`config.mk`:
```
export PLATFORM = sky130hd
export DESIGN_NAME = rx_desc_ctrl
export DESIGN_NICKNAME = d
export VERILOG_FILES = /design/src/design/rxd_pkg.sv /design/src/design/rx_desc_ctrl.sv /design/src/design/rxd_dma_sched.sv /design/src/design/rxd_engine_dispatch.sv /design/src/design/rxd_flush_timer.sv /design/src/design/rxd_local_queues.sv /design/src/design/rxd_ring_regs.sv
export SDC_FILE = /design/constraint.sdc
export NUM_CORES = 1
export LEC_CHECK = 0
export ABC_AREA = 1
export BUFFER_PORTS_ARGS = -buffer_cell sky130_fd_sc_hd__buf_2
export CAP_MARGIN = 30
export CORE_MARGIN = 3
export CORE_UTILIZATION = 40
export CTS_CLUSTER_SIZE = 20
export DETAILED_ROUTE_END_ITERATION = 6
export MAX_ROUTING_LAYER = met4
export PLACE_DENSITY = 0.66
export SETUP_SLACK_MARGIN = 0.4
export SLEW_MARGIN = 20
export SYNTH_ARGS = -nofsm -noshare
export SYNTH_HDL_FRONTEND = slang
export SYNTH_SLANG_ARGS = --single-unit
```
`constraint.sdc`:
```
create_clock -name aclk -period 11.4 [get_ports aclk]
set_clock_uncertainty 0.05 [all_clocks]
set_input_delay 0.57 -clock aclk [delete_from_list [all_inputs] [get_ports aclk]]
set_output_delay 0.57 -clock aclk [all_outputs]
set_load 0.03 [all_outputs]
```
`src/design/rxd_pkg.sv`:
```
package rxd_pkg;

	// Descriptor index or count within the host ring
	typedef logic [15:0] host_idx_t;
	typedef logic [63:0] host_addr_t;
	// Byte address into the local descriptor memory
	typedef logic [15:0] local_addr_t;
	typedef logic [15:0] byte_cnt_t;
	// Local slot count or index, up to 256 slots
	typedef logic [8:0]  desc_cnt_t;

	// 16-byte descriptors
	localparam int DESC_BYTES_LOG2 = 4;

	typedef enum logic [3:0] {
		FS_IDLE,
		FS_READY,
		FS_WBACK,
		FS_WBACK_WAIT,
		FS_DEQUEUE,
		FS_SET_SIZE,
		FS_FETCH,
		FS_FETCH_WAIT,
		FS_ENQUEUE,
		FS_SETTLE
	} fetch_state_t;

	typedef enum logic [2:0] {
		ES_IDLE,
		ES_READY,
		ES_CMD,
		ES_DEQUEUE,
		ES_WAIT,
		ES_ENQUEUE
	} eng_state_t;

endpackage

```
`src/design/rx_desc_ctrl.sv`:
```
module rx_desc_ctrl #(
	parameter int DESC_RAM_DWORDS = 1024,
	parameter int CLK_PERIOD_NS = 4
) (
	input  logic                 aclk,
	input  logic                 aresetn,
	input  logic                 en,
	input  rxd_pkg::host_addr_t  rdba,
	input  logic [12:0]          rdlen,
	input  rxd_pkg::host_idx_t   rdh,
	input  logic                 rdh_set,
	output rxd_pkg::host_idx_t   rdh_fb,
	input  rxd_pkg::host_idx_t   rdt,
	input  logic                 rdt_set,
	input  logic [5:0]           pthresh,
	input  logic [5:0]           hthresh,
	input  logic [5:0]           wthresh,
	input  logic [15:0]          rdtr,
	output logic                 rxt0_req,
	output rxd_pkg::host_addr_t  idma_src_addr,
	output rxd_pkg::local_addr_t idma_dst_addr,
	output rxd_pkg::byte_cnt_t   idma_bytes,
	output logic                 idma_valid,
	input  logic                 idma_ready,
	input  logic                 irpt_valid,
	output rxd_pkg::local_addr_t odma_src_addr,
	output rxd_pkg::host_addr_t  odma_dst_addr,
	output rxd_pkg::byte_cnt_t   odma_bytes,
	output logic                 odma_valid,
	input  logic                 odma_ready,
	input  logic                 orpt_valid,
	output logic [31:0]          reng_m_tdata,
	output logic                 reng_m_tvalid,
	input  logic                 reng_m_tready,
	input  logic                 reng_s_tvalid,
	input  logic                 reng_s_tlast,
	output logic                 reng_s_tready
);
	import rxd_pkg::*;

	// Ring pointer results
	host_idx_t   host_fresh;
	host_idx_t   fetch_limit;
	host_idx_t   wback_limit;
	host_addr_t  host_rd_address;
	host_addr_t  host_wb_address;
	logic        ptrs_busy;

	// Pointer and queue updates from the scheduler
	logic        curr_adv;
	host_idx_t   curr_incr;
	logic        head_adv;
	host_idx_t   head_incr;
	logic        in_enq;
	desc_cnt_t   in_enq_incr;
	logic        out_deq;
	desc_cnt_t   out_deq_incr;
	logic        wback_start;

	// Engine side queue updates
	logic        in_deq;
	logic        out_enq;

	desc_cnt_t   in_num;
	desc_cnt_t   out_num;
	desc_cnt_t   local_pending;
	desc_cnt_t   local_available;
	local_addr_t fetch_local_address;
	local_addr_t wb_local_address;
	local_addr_t eng_local_address;
	logic        flush_tmo;

	// All submodule ports share names with the signals above
	rxd_ring_regs i_ring_regs (.*);

	rxd_local_queues #(
		.DESC_RAM_DWORDS(DESC_RAM_DWORDS)
	) i_local_queues (.*);

	rxd_flush_timer #(
		.CLK_PERIOD_NS(CLK_PERIOD_NS)
	) i_flush_timer (.*);

	rxd_dma_sched #(
		.DESC_RAM_DWORDS(DESC_RAM_DWORDS)
	) i_dma_sched (.*);

	rxd_engine_dispatch i_engine_dispatch (.*);

endmodule

```
`src/design/rxd_dma_sched.sv`:
```
module rxd_dma_sched #(
	parameter int DESC_RAM_DWORDS = 1024
) (
	input  logic                 aclk,
	input  logic                 aresetn,
	input  logic                 en,
	input  logic [5:0]           pthresh,
	input  logic [5:0]           hthresh,
	input  logic [5:0]           wthresh,
	input  rxd_pkg::host_idx_t   host_fresh,
	input  rxd_pkg::host_idx_t   fetch_limit,
	input  rxd_pkg::host_idx_t   wback_limit,
	input  rxd_pkg::host_addr_t  host_rd_address,
	input  rxd_pkg::host_addr_t  host_wb_address,
	input  logic                 ptrs_busy,
	input  rxd_pkg::desc_cnt_t   out_num,
	input  rxd_pkg::desc_cnt_t   local_pending,
	input  rxd_pkg::desc_cnt_t   local_available,
	input  rxd_pkg::local_addr_t fetch_local_address,
	input  rxd_pkg::local_addr_t wb_local_address,
	input  logic                 flush_tmo,
	output rxd_pkg::host_addr_t  idma_src_addr,
	output rxd_pkg::local_addr_t idma_dst_addr,
	output rxd_pkg::byte_cnt_t   idma_bytes,
	output logic                 idma_valid,
	input  logic                 idma_ready,
	input  logic                 irpt_valid,
	output rxd_pkg::local_addr_t odma_src_addr,
	output rxd_pkg::host_addr_t  odma_dst_addr,
	output rxd_pkg::byte_cnt_t   odma_bytes,
	output logic                 odma_valid,
	input  logic                 odma_ready,
	input  logic                 orpt_valid,
	output logic                 curr_adv,
	output rxd_pkg::host_idx_t   curr_incr,
	output logic                 head_adv,
	output rxd_pkg::host_idx_t   head_incr,
	output logic                 in_enq,
	output rxd_pkg::desc_cnt_t   in_enq_incr,
	output logic                 out_deq,
	output rxd_pkg::desc_cnt_t   out_deq_incr,
	output logic                 wback_start,
	output logic                 rxt0_req
);
	import rxd_pkg::*;

	localparam int SLOTS = DESC_RAM_DWORDS / 4;

	fetch_state_t state;
	fetch_state_t state_next;
	desc_cnt_t    fetch_size;
	desc_cnt_t    wback_size;
	desc_cnt_t    fetch_cnt;
	desc_cnt_t    wback_cnt;
	logic         wback_go;
	logic         fetch_go;

	// Narrow a host count to the local slot range
	function automatic desc_cnt_t clamp_slots(input host_idx_t value);
		if (value > host_idx_t'(SLOTS))
			return desc_cnt_t'(SLOTS);
		return desc_cnt_t'(value);
	endfunction

	function automatic desc_cnt_t min_cnt(input desc_cnt_t a, input desc_cnt_t b);
		return (a < b) ? a : b;
	endfunction

	assign fetch_size = min_cnt(min_cnt(clamp_slots(fetch_limit), clamp_slots(host_fresh)),
		local_available);
	assign wback_size = min_cnt(clamp_slots(wback_limit), out_num);

	assign wback_go = (out_num != '0) && (out_num >= desc_cnt_t'(wthresh) || flush_tmo);
	// Prefetch by thresholds, or refill when nothing is held locally
	assign fetch_go = (local_available != '0) &&
		(((pthresh == '0 || local_pending < desc_cnt_t'(pthresh)) &&
		host_fresh > host_idx_t'(hthresh)) || (local_pending == '0 && host_fresh != '0));

	always_ff @(posedge aclk or negedge aresetn) begin
		if (!aresetn) begin
			state <= FS_IDLE;
			wback_start <= 1'b0;
		end else begin
			state <= state_next;
			wback_start <= (state == FS_READY) && (state_next == FS_WBACK);
		end
	end

	always_comb begin
		state_next = state;
		case (state)
			FS_IDLE: begin
				if (en)
					state_next = FS_READY;
			end
			FS_READY: begin
				if (!en)
					state_next = FS_IDLE;
				else if (!ptrs_busy && wback_go)
					state_next = FS_WBACK;
				else if (!ptrs_busy && fetch_go)
					state_next = FS_SET_SIZE;
			end
			FS_WBACK: begin
				if (odma_ready)
					state_next = FS_WBACK_WAIT;
			end
			FS_WBACK_WAIT: begin
				if (orpt_valid)
					state_next = FS_DEQUEUE;
			end
			FS_DEQUEUE: state_next = FS_SETTLE;
			FS_SET_SIZE: state_next = FS_FETCH;
			FS_FETCH: begin
				if (idma_ready)
					state_next = FS_FETCH_WAIT;
			end
			FS_FETCH_WAIT: begin
				if (irpt_valid)
					state_next = FS_ENQUEUE;
			end
			FS_ENQUEUE: state_next = FS_SETTLE;
			// Pointer pipeline must drain before the next decision
			FS_SETTLE: begin
				if (!ptrs_busy)
					state_next = FS_READY;
			end
			default: state_next = FS_IDLE;
		endcase
	end

	// Command fields are captured once and held through the handshake
	always_ff @(posedge aclk) begin
		if (state == FS_READY && state_next == FS_WBACK) begin
			wback_cnt <= wback_size;
			odma_src_addr <= wb_local_address;
			odma_dst_addr <= host_wb_address;
			odma_bytes <= byte_cnt_t'(wback_size) << DESC_BYTES_LOG2;
		end
		if (state == FS_READY && state_next == FS_SET_SIZE)
			fetch_cnt <= fetch_size;
		if (state == FS_SET_SIZE) begin
			idma_src_addr <= host_rd_address;
			idma_dst_addr <= fetch_local_address;
			idma_bytes <= byte_cnt_t'(fetch_cnt) << DESC_BYTES_LOG2;
		end
	end

	assign idma_valid = (state == FS_FETCH);
	assign odma_valid = (state == FS_WBACK);

	assign in_enq = (state == FS_ENQUEUE);
	assign curr_adv = (state == FS_ENQUEUE);
	assign in_enq_incr = fetch_cnt;
	assign curr_incr = host_idx_t'(fetch_cnt);

	// Dequeue cycle directly follows the write-back report
	assign out_deq = (state == FS_DEQUEUE);
	assign head_adv = (state == FS_DEQUEUE);
	assign rxt0_req = (state == FS_DEQUEUE);
	assign out_deq_incr = wback_cnt;
	assign head_incr = host_idx_t'(wback_cnt);

endmodule

```
`src/design/rxd_engine_dispatch.sv`:
```
module rxd_engine_dispatch (
	input  logic                 aclk,
	input  logic                 aresetn,
	input  logic                 en,
	input  rxd_pkg::desc_cnt_t   in_num,
	input  rxd_pkg::local_addr_t eng_local_address,
	output logic [31:0]          reng_m_tdata,
	output logic                 reng_m_tvalid,
	input  logic                 reng_m_tready,
	input  logic                 reng_s_tvalid,
	input  logic                 reng_s_tlast,
	output logic                 reng_s_tready,
	output logic                 in_deq,
	output logic                 out_enq
);
	import rxd_pkg::*;

	eng_state_t state;
	eng_state_t state_next;

	always_ff @(posedge aclk or negedge aresetn) begin
		if (!aresetn)
			state <= ES_IDLE;
		else
			state <= state_next;
	end

	always_comb begin
		state_next = state;
		case (state)
			ES_IDLE: begin
				if (en)
					state_next = ES_READY;
			end
			ES_READY: begin
				if (!en)
					state_next = ES_IDLE;
				else if (in_num != '0)
					state_next = ES_CMD;
			end
			ES_CMD: begin
				if (reng_m_tready)
					state_next = ES_DEQUEUE;
			end
			ES_DEQUEUE: state_next = ES_WAIT;
			// One descriptor in the engine at a time
			ES_WAIT: begin
				if (reng_s_tvalid && reng_s_tlast)
					state_next = ES_ENQUEUE;
			end
			ES_ENQUEUE: state_next = ES_READY;
			default: state_next = ES_IDLE;
		endcase
	end

	// Head slot address only moves on in_deq, so it holds during the command
	assign reng_m_tdata = {16'h0000, eng_local_address};
	assign reng_m_tvalid = (state == ES_CMD);
	assign in_deq = (state == ES_DEQUEUE);
	assign reng_s_tready = (state == ES_WAIT);
	assign out_enq = (state == ES_ENQUEUE);

endmodule

```
`src/design/rxd_flush_timer.sv`:
```
module rxd_flush_timer #(
	parameter int CLK_PERIOD_NS = 4
) (
	input  logic        aclk,
	input  logic        aresetn,
	input  logic [15:0] rdtr,
	input  logic        out_enq,
	input  logic        wback_start,
	output logic        flush_tmo
);

	localparam int TICK_CYCLES = 1024 / CLK_PERIOD_NS;
	localparam int PRE_BITS = $clog2(TICK_CYCLES + 1);

	logic [PRE_BITS-1:0] prescale;
	logic                tick;
	logic [15:0]         timer;

	// 1024 ns tick, restarted by each completion
	always_ff @(posedge aclk or negedge aresetn) begin
		if (!aresetn) begin
			prescale <= '0;
			tick <= 1'b0;
		end else if (out_enq || prescale == PRE_BITS'(TICK_CYCLES - 1)) begin
			prescale <= '0;
			tick <= !out_enq;
		end else begin
			prescale <= prescale + 1'b1;
			tick <= 1'b0;
		end
	end

	always_ff @(posedge aclk or negedge aresetn) begin
		if (!aresetn) begin
			timer <= '0;
			flush_tmo <= 1'b0;
		end else begin
			if (out_enq)
				timer <= rdtr;
			else if (wback_start)
				timer <= '0;
			else if (tick && timer != '0)
				timer <= timer - 1'b1;

			// Zero delay flushes on the completion itself
			if ((out_enq && rdtr == '0) || (tick && timer == 16'd1))
				flush_tmo <= 1'b1;
			else if (wback_start)
				flush_tmo <= 1'b0;
		end
	end

endmodule

```
`src/design/rxd_local_queues.sv`:
```
module rxd_local_queues #(
	parameter int DESC_RAM_DWORDS = 1024
) (
	input  logic                 aclk,
	input  logic                 aresetn,
	input  logic                 in_enq,
	input  rxd_pkg::desc_cnt_t   in_enq_incr,
	input  logic                 in_deq,
	input  logic                 out_enq,
	input  logic                 out_deq,
	input  rxd_pkg::desc_cnt_t   out_deq_incr,
	output rxd_pkg::desc_cnt_t   in_num,
	output rxd_pkg::desc_cnt_t   out_num,
	output rxd_pkg::desc_cnt_t   local_pending,
	output rxd_pkg::desc_cnt_t   local_available,
	output rxd_pkg::local_addr_t fetch_local_address,
	output rxd_pkg::local_addr_t wb_local_address,
	output rxd_pkg::local_addr_t eng_local_address
);
	import rxd_pkg::*;

	localparam int SLOTS = DESC_RAM_DWORDS / 4;
	localparam int SLOT_BITS = $clog2(SLOTS);

	// in_tail is the next free slot, in_head the next one for the engine,
	// out_head the oldest completed slot
	logic [SLOT_BITS-1:0] in_tail;
	logic [SLOT_BITS-1:0] in_head;
	logic [SLOT_BITS-1:0] out_head;
	desc_cnt_t            enq_cnt;
	desc_cnt_t            deq_cnt;

	assign enq_cnt = in_enq ? in_enq_incr : '0;
	assign deq_cnt = out_deq ? out_deq_incr : '0;

	always_ff @(posedge aclk or negedge aresetn) begin
		if (!aresetn) begin
			in_tail <= '0;
			in_head <= '0;
			out_head <= '0;
			in_num <= '0;
			out_num <= '0;
			local_pending <= '0;
			local_available <= desc_cnt_t'(SLOTS);
		end else begin
			if (in_enq)
				in_tail <= in_tail + in_enq_incr[SLOT_BITS-1:0];
			if (in_deq)
				in_head <= in_head + 1'b1;
			if (out_deq)
				out_head <= out_head + out_deq_incr[SLOT_BITS-1:0];
			in_num <= in_num + enq_cnt - desc_cnt_t'(in_deq);
			out_num <= out_num + desc_cnt_t'(out_enq) - deq_cnt;
			// Slots stay held from fetch until write-back
			local_pending <= local_pending + enq_cnt - deq_cnt;
			local_available <= local_available - enq_cnt + deq_cnt;
		end
	end

	assign fetch_local_address = local_addr_t'(in_tail) << DESC_BYTES_LOG2;
	assign wb_local_address = local_addr_t'(out_head) << DESC_BYTES_LOG2;
	assign eng_local_address = local_addr_t'(in_head) << DESC_BYTES_LOG2;

endmodule

```
`src/design/rxd_ring_regs.sv`:
```
module rxd_ring_regs (
	input  logic                aclk,
	input  logic                aresetn,
	input  rxd_pkg::host_addr_t rdba,
	input  logic [12:0]         rdlen,
	input  rxd_pkg::host_idx_t  rdh,
	input  rxd_pkg::host_idx_t  rdt,
	input  logic                rdh_set,
	input  logic                rdt_set,
	input  logic                head_adv,
	input  logic                curr_adv,
	input  rxd_pkg::host_idx_t  head_incr,
	input  rxd_pkg::host_idx_t  curr_incr,
	output rxd_pkg::host_idx_t  rdh_fb,
	output rxd_pkg::host_idx_t  host_fresh,
	output rxd_pkg::host_idx_t  fetch_limit,
	output rxd_pkg::host_idx_t  wback_limit,
	output rxd_pkg::host_addr_t host_rd_address,
	output rxd_pkg::host_addr_t host_wb_address,
	output logic                ptrs_busy
);
	import rxd_pkg::*;

	host_idx_t   ring_len;
	host_idx_t   head;
	host_idx_t   curr;
	host_idx_t   tail;
	logic        ptr_event;
	logic [4:0]  calc_stage;
	logic [16:0] head_n0;
	logic [16:0] curr_n0;
	host_idx_t   head_n1;
	host_idx_t   curr_n1;
	logic [16:0] fresh_n0;
	logic [16:0] fresh_n1;
	host_idx_t   fresh_n2;

	// Fold a value below twice the ring length back into the ring
	function automatic host_idx_t wrap_idx(input logic [16:0] value, input host_idx_t len);
		logic [16:0] ext_len;
		ext_len = {1'b0, len};
		if (value >= ext_len)
			return host_idx_t'(value - ext_len);
		return host_idx_t'(value);
	endfunction

	// Eight descriptors per rdlen unit
	assign ring_len = {rdlen, 3'b000};
	assign ptr_event = rdh_set | rdt_set | head_adv | curr_adv;
	assign ptrs_busy = ptr_event | (|calc_stage);
	assign rdh_fb = head;

	always_ff @(posedge aclk or negedge aresetn) begin
		if (!aresetn)
			calc_stage <= '0;
		else
			calc_stage <= {calc_stage[3:0], ptr_event};
	end

	// Stage 0 sums hold the latest pointer targets between events
	always_ff @(posedge aclk or negedge aresetn) begin
		if (!aresetn) begin
			head_n0 <= '0;
			curr_n0 <= '0;
		end else begin
			if (rdh_set)
				head_n0 <= {1'b0, rdh};
			else if (head_adv)
				head_n0 <= {1'b0, head} + {1'b0, head_incr};

			if (rdh_set)
				curr_n0 <= {1'b0, rdh};
			else if (curr_adv)
				curr_n0 <= {1'b0, curr} + {1'b0, curr_incr};
		end
	end

	// Stage 1 wrap, then the fresh count over stages 2 to 4
	always_ff @(posedge aclk) begin
		if (calc_stage[0]) begin
			head_n1 <= wrap_idx(head_n0, ring_len);
			curr_n1 <= wrap_idx(curr_n0, ring_len);
		end
		if (calc_stage[1])
			fresh_n0 <= {1'b0, tail} + {1'b0, ring_len};
		if (calc_stage[2])
			fresh_n1 <= fresh_n0 - {1'b0, curr};
		if (calc_stage[3])
			fresh_n2 <= wrap_idx(fresh_n1, ring_len);
	end

	always_ff @(posedge aclk or negedge aresetn) begin
		if (!aresetn) begin
			head <= '0;
			curr <= '0;
			tail <= '0;
			fetch_limit <= '0;
			wback_limit <= '0;
			host_fresh <= '0;
		end else begin
			if (rdt_set)
				tail <= rdt;
			if (calc_stage[1]) begin
				head <= head_n1;
				curr <= curr_n1;
			end
			// Descriptors left before each pointer wraps
			if (calc_stage[2]) begin
				fetch_limit <= ring_len - curr;
				wback_limit <= ring_len - head;
			end
			if (calc_stage[4])
				host_fresh <= fresh_n2;
		end
	end

	always_ff @(posedge aclk) begin
		host_rd_address <= rdba + (host_addr_t'(curr) << DESC_BYTES_LOG2);
		host_wb_address <= rdba + (host_addr_t'(head) << DESC_BYTES_LOG2);
	end

endmodule

```
==> tab_implementation.tex <==
\begin{tabular}{lr}
\hline
Metric & Value \\
\hline
\multicolumn{2}{l}{\textbf{Outcome}} \\
\quad Outcome & completed \\
\multicolumn{2}{l}{\textbf{Worst setup path}} \\
\quad Critical path arrival & 4500 ps \\
\quad Critical Path Source Type & flip-flop \\
\quad Delay of the slowest cell on the worst path & 380 ps \\
\quad Required @ worst endpoint & 11,700 ps \\
\quad Critical path endpoint & i\_dma\_sched.in\_enq\_incr[1] \\
\quad Reg2Reg Depth & 22 \\
\quad Startpoint of the worst-slack reg-to-reg timing path & i\_ring\_regs.fetch\_limit[11] \\
\quad Kind of capture point of the worst setup path & flip-flop \\
\quad Critical path class & flip-flop to flip-flop \\
\quad Kind of cell adding the most delay to the critical path & simple AND/OR/NAND/NOR gates \\
\quad Register-to-register setup slack & 7200 ps \\
\quad Most numerous cell on the critical path & sky130\_fd\_sc\_hd\_\_nand2\_1 \\
\quad Worst-path fanout max & 10 \\
\quad Destination of the worst register-to-register timing path & i\_dma\_sched.in\_enq\_incr[1] \\
\quad Buffers and inverters on the worst path & 2 \\
\quad Setup crit start & i\_ring\_regs.fetch\_limit[11] \\
\quad Total number of cells along the worst setup path & 22 \\
\quad Crit-path slowest cell & sky130\_fd\_sc\_hd\_\_dfrtp\_1 \\
\quad Series of cell instances along the critical path & nor3\_1 -> nor2b\_1 -> nand2\_1 -> nor2\_1 -> ha\_1 -> nand2\_1 -> inv\_1 -> o21ai\_0 -> a21oi\_1 -> nor2\_1 -> nand2\_4 -> inv\_2 -> nand2\_1 -> o21ai\_0 -> ha\_1 -> nand2\_1 -> nor2\_1 -> a211oi\_1 -> o221a\_2 -> nand2\_4 -> nand2\_1 -> nand2\_1 \\
\multicolumn{2}{l}{\textbf{Global route}} \\
\quad Number of antenna violations at the first check in global routing & 6 \\
\quad Vias in the first global route & 26,600 \\
\quad Maximum number of pins on one net before global-route repair & 101 \\
\quad Total routing usage reported by global routing & 0.238 \\
\quad Wire length of the first global-routing pass & 157,000 um \\
\quad Final global-route overflow total & 0 \\
\multicolumn{2}{l}{\textbf{Timing}} \\
\quad Setup Viol. Count Final & 0 \\
\quad Minimum setup slack in the final design & 7200 ps \\
\quad Peak clock frequency supported by timing & 238 MHz \\
\quad Setup repair after global routing missed its margin & false \\
\quad Post-layout minimum cycle time & 4200 ps \\
\quad Portion of the clock cycle consumed by the worst path in the final layout & 0.369 \\
\quad Total count of max-transition violations in the final report & 0 \\
\quad Worst slew margin relative to its limit & 0.371 \\
\quad Worst hold-check slack & 104 ps \\
\quad Slew @ Worst Pin & 944 ps \\
\quad Final-report hold violation count & 0 \\
\quad Setup Total Neg Slack & 0 ps \\
\multicolumn{2}{l}{\textbf{Pwr}} \\
\quad Power density normalized to cell area & 242 mW/mm\^{}2 \\
\quad Peak supply drop & 0.115 mV \\
\quad Static power due to leakage & 18.2 nW \\
\multicolumn{2}{l}{\textbf{Floorplan}} \\
\quad Top-level I/O count & 400 \\
\quad Width of the die & 297 um \\
\quad Core Region & 0.0838 mm\^{}2 \\
\quad Initial core utilization & 0.405 \\
\quad Core Rows & 106 \\
\quad DIE AREA & 0.0883 mm\^{}2 \\
\quad Vertical die dimension & 297 um \\
\multicolumn{2}{l}{\textbf{CTS}} \\
\quad Buffer depth of the longest clock path & 3 \\
\quad Setup repair bufs after CTS & 0 \\
\quad Clock latency at the later pin of the worst-skew pair & 620 ps \\
\quad TritonCTS clock tree & done \\
\quad H-Tree Level Count & 3 \\
\quad Clock-pin slew reported for the worst setup and hold paths after clock tree synthesis & 60 ps \\
\quad Total CTS buffers & 69 \\
\quad Count of clock tree sinks & 607 \\
\quad Root buf cell & sky130\_fd\_sc\_hd\_\_clkbuf\_16 \\
\multicolumn{2}{l}{\textbf{Finish}} \\
\quad Fraction of final layout cells with drive strength greater than 1 & 0.141 \\
\quad Finished layout cell area & 0.0390 mm\^{}2 \\
\quad Fill cell instance count of the final layout & 8,159 \\
\quad Layout area overhead & 15.0\% \\
\quad Count of nets after finishing & 4,566 \\
\quad Most frequent standard cell in the layout excluding fill and tap cells & sky130\_fd\_sc\_hd\_\_nand2\_1 \\
\quad Footprint of the multi-input gates & 0.0157 mm\^{}2 \\
\quad Register Area & 0.0158 mm\^{}2 \\
\quad Layout Cells excl Fill & 5,320 \\
\quad Most frequent cells in the layout & sky130\_fd\_sc\_hd\_\_nand2\_1, sky130\_fd\_sc\_hd\_\_inv\_1, sky130\_fd\_sc\_hd\_\_buf\_2 \\
\multicolumn{2}{l}{\textbf{Place}} \\
\quad Weighted congestion at the end of routability-driven global placement & 1.01 \\
\quad Instance area after placement & 0.0367 mm\^{}2 \\
\quad Worst Setup Slack post-DPL & 7200 ps \\
\quad Number of placed cells counting well taps & 5,184 \\
\quad DP Wirelength & 83,500 um \\
\quad Count of input and output buffers & 345 \\
\multicolumn{2}{l}{\textbf{Synthesis}} \\
\quad YS warnings & 0 \\
\quad Flops \& latches, synth & 607 \\
\quad Synth cell types & 71 \\
\quad Synthesized instance count & 3,747 \\
\quad Prevailing post-synth register cell & sky130\_fd\_sc\_hd\_\_edfxtp\_1 \\
\quad Mean Syn Cell Area & 9.05 um\^{}2 \\
\quad Share of flip-flops with an asynchronous set or reset & 0.379 \\
\quad Combined area of all synthesized cells & 0.0339 mm\^{}2 \\
\quad Proportion of synthesized chip area in sequential cells & 0.467 \\
\quad Count of flip-flops with a built-in enable after synthesis & 253 \\
\multicolumn{2}{l}{\textbf{Worst hold path}} \\
\quad Type of the most critical hold path & input pin to flip-flop \\
\quad Critical hold path startpoint & rdt[15] \\
\quad Hold Path Depth & 3 \\
\multicolumn{2}{l}{\textbf{Drt}} \\
\quad Router iterations before antenna repair & 6 \\
\quad Average via count per standard cell & 5.12 \\
\quad Routed length per instance & 19.6 um \\
\quad Residual antenna-violating net count after detailed routing & 0 \\
\quad Vias post-DR & 27,300 \\
\quad Total length of routed wires & 104,000 um \\
\quad Residual DRC & 0 \\
\quad Iter 0 DRT Violations & 1,885 \\
\multicolumn{2}{l}{\textbf{Job}} \\
\quad Number of max-cap violations & 0 \\
\hline
\end{tabular}
[power breakdown]
| part | total, mW | switching (mW) | leakage, nW | internal (mW) |
|---|---|---|---|---|
| registers | 3.38 | 0.421 | 6.23 | 2.96 |
| clock network | 2.19 | 0.945 | 1.07 | 1.24 |
| logic | 3.88 | 2.49 | 10.8 | 1.39 |
[metrics by stage]
stage                     utilization  total power, mW
after floorplan                     -             6.13
after detailed placement        0.438             7.25
after global routing            0.465             10.1
final                           0.465             9.44
after CTS                       0.465             9.47
after global placement          0.438             7.18
[logic make-up after synthesis]
| group | after synthesis | synth area share |
|---|---|---|
| AOI/OAI and AO/OA | 566 | 0.0955 |
| xor gates and xnor gates | 236 | 0.0609 |
| adders and majority gates | 283 | 0.111 |
| buffers and inverters | 615 | 0.0758 |
| DFF | 607 | 0.467 |
| muxes | 8 | 0.00266 |
| other | 1 | 0.000111 |
| and+or+nand+nor | 1431 | 0.187 |
[registers in the layout, summed over array words and instances, names as in the netlist, 17 cells and up]
name / cells
i_ring_regs.curr_n0: 17
i_ring_regs.host_wb_address: 60
i_ring_regs.head_n0: 17
i_dma_sched.idma_src_addr: 64
i_dma_sched.odma_dst_addr: 64
i_ring_regs.fresh_n1: 17
i_ring_regs.fresh_n0: 17
i_ring_regs.host_rd_address: 64
[layer usage]
| metal | vias up | share of wire | wire length [um] | track usage |
|---|---|---|---|---|
| met3 | 194 | 0.061 | 6380 | 0.0341 |
| met2 | 942 | 0.47 | 49500 | 0.393 |
| met1 | 13000 | 0.43 | 44800 | 0.301 |
| met5 | - | 0 | 0 | - |
| li1 | 13200 | - | - | - |
| met4 | 0 | 0.035 | 3670 | 0.0794 |
[area by class of cell]
| type | instances | area share |
|---|---|---|
| flip-flops and latches | 607 | 0.406 |
| well taps | 1134 | 0.0364 |
| clock inverters | 32 | 0.00757 |
| diodes | 2 | 0.000128 |
| repair buffers | 363 | 0.0488 |
| multi-input cells | 2578 | 0.403 |
| inverters | 509 | 0.0490 |
| clock buffers | 95 | 0.0491 |
[worst min path at each step]
| stage | slack (ps) | end |
|---|---|---|
| CTS | 70 | i_ring_regs.tail[6] |
| global route | 90 | i_ring_regs.tail[6] |
| floorplan | 220 | i_dma_sched.state[0] |
| detailed placement | 340 | i_dma_sched.idma_src_addr[12] |
| finish | 100 | i_ring_regs.tail[15] |
| global placement | 340 | i_dma_sched.idma_src_addr[47] |
[tightest hold or removal path: cells and delay by family]
family        cells  cell delay (ps)
simple gates      2               90
buf+inv           1               70
[synthesized netlist by cell type (15+ instances only)]
| library cell | number | share of area |
|---|---|---|
| sky130_fd_sc_hd__nand2_2 | 18 | 0.0033 |
| sky130_fd_sc_hd__nand3_1 | 166 | 0.024 |
| sky130_fd_sc_hd__o21ai_1 | 35 | 0.0052 |
| sky130_fd_sc_hd__nor4_1 | 27 | 0.0050 |
| sky130_fd_sc_hd__clkbuf_1 | 28 | 0.0031 |
| sky130_fd_sc_hd__o21ai_0 | 200 | 0.030 |
| sky130_fd_sc_hd__inv_1 | 494 | 0.055 |
| sky130_fd_sc_hd__fa_1 | 29 | 0.017 |
| sky130_fd_sc_hd__nand2_1 | 779 | 0.086 |
| sky130_fd_sc_hd__nor2_2 | 21 | 0.0039 |
| sky130_fd_sc_hd__dfxtp_1 | 124 | 0.073 |
| sky130_fd_sc_hd__nor2_1 | 237 | 0.026 |
| sky130_fd_sc_hd__buf_4 | 57 | 0.013 |
| sky130_fd_sc_hd__nor3_1 | 54 | 0.0080 |
| sky130_fd_sc_hd__o211ai_1 | 24 | 0.0053 |
| sky130_fd_sc_hd__dfrtp_1 | 229 | 0.17 |
| sky130_fd_sc_hd__a21oi_1 | 194 | 0.029 |
| sky130_fd_sc_hd__nand4_1 | 67 | 0.012 |
| sky130_fd_sc_hd__nor3_2 | 15 | 0.0044 |
| sky130_fd_sc_hd__xnor2_1 | 63 | 0.016 |
| sky130_fd_sc_hd__ha_1 | 254 | 0.094 |
| sky130_fd_sc_hd__o21bai_1 | 18 | 0.0040 |
| sky130_fd_sc_hd__edfxtp_1 | 253 | 0.22 |
| sky130_fd_sc_hd__xor2_1 | 173 | 0.045 |
[what timing repair did]
item | 4_1_cts | 5_1_grt
endpoints found under the setup margin | 0 | 0
gates resized for setup | 0 | 0
endpoints found under the hold margin | 83 | 0
hold buffers | 5 | 0
Note: power is estimated with default switching activity, not from simulation.
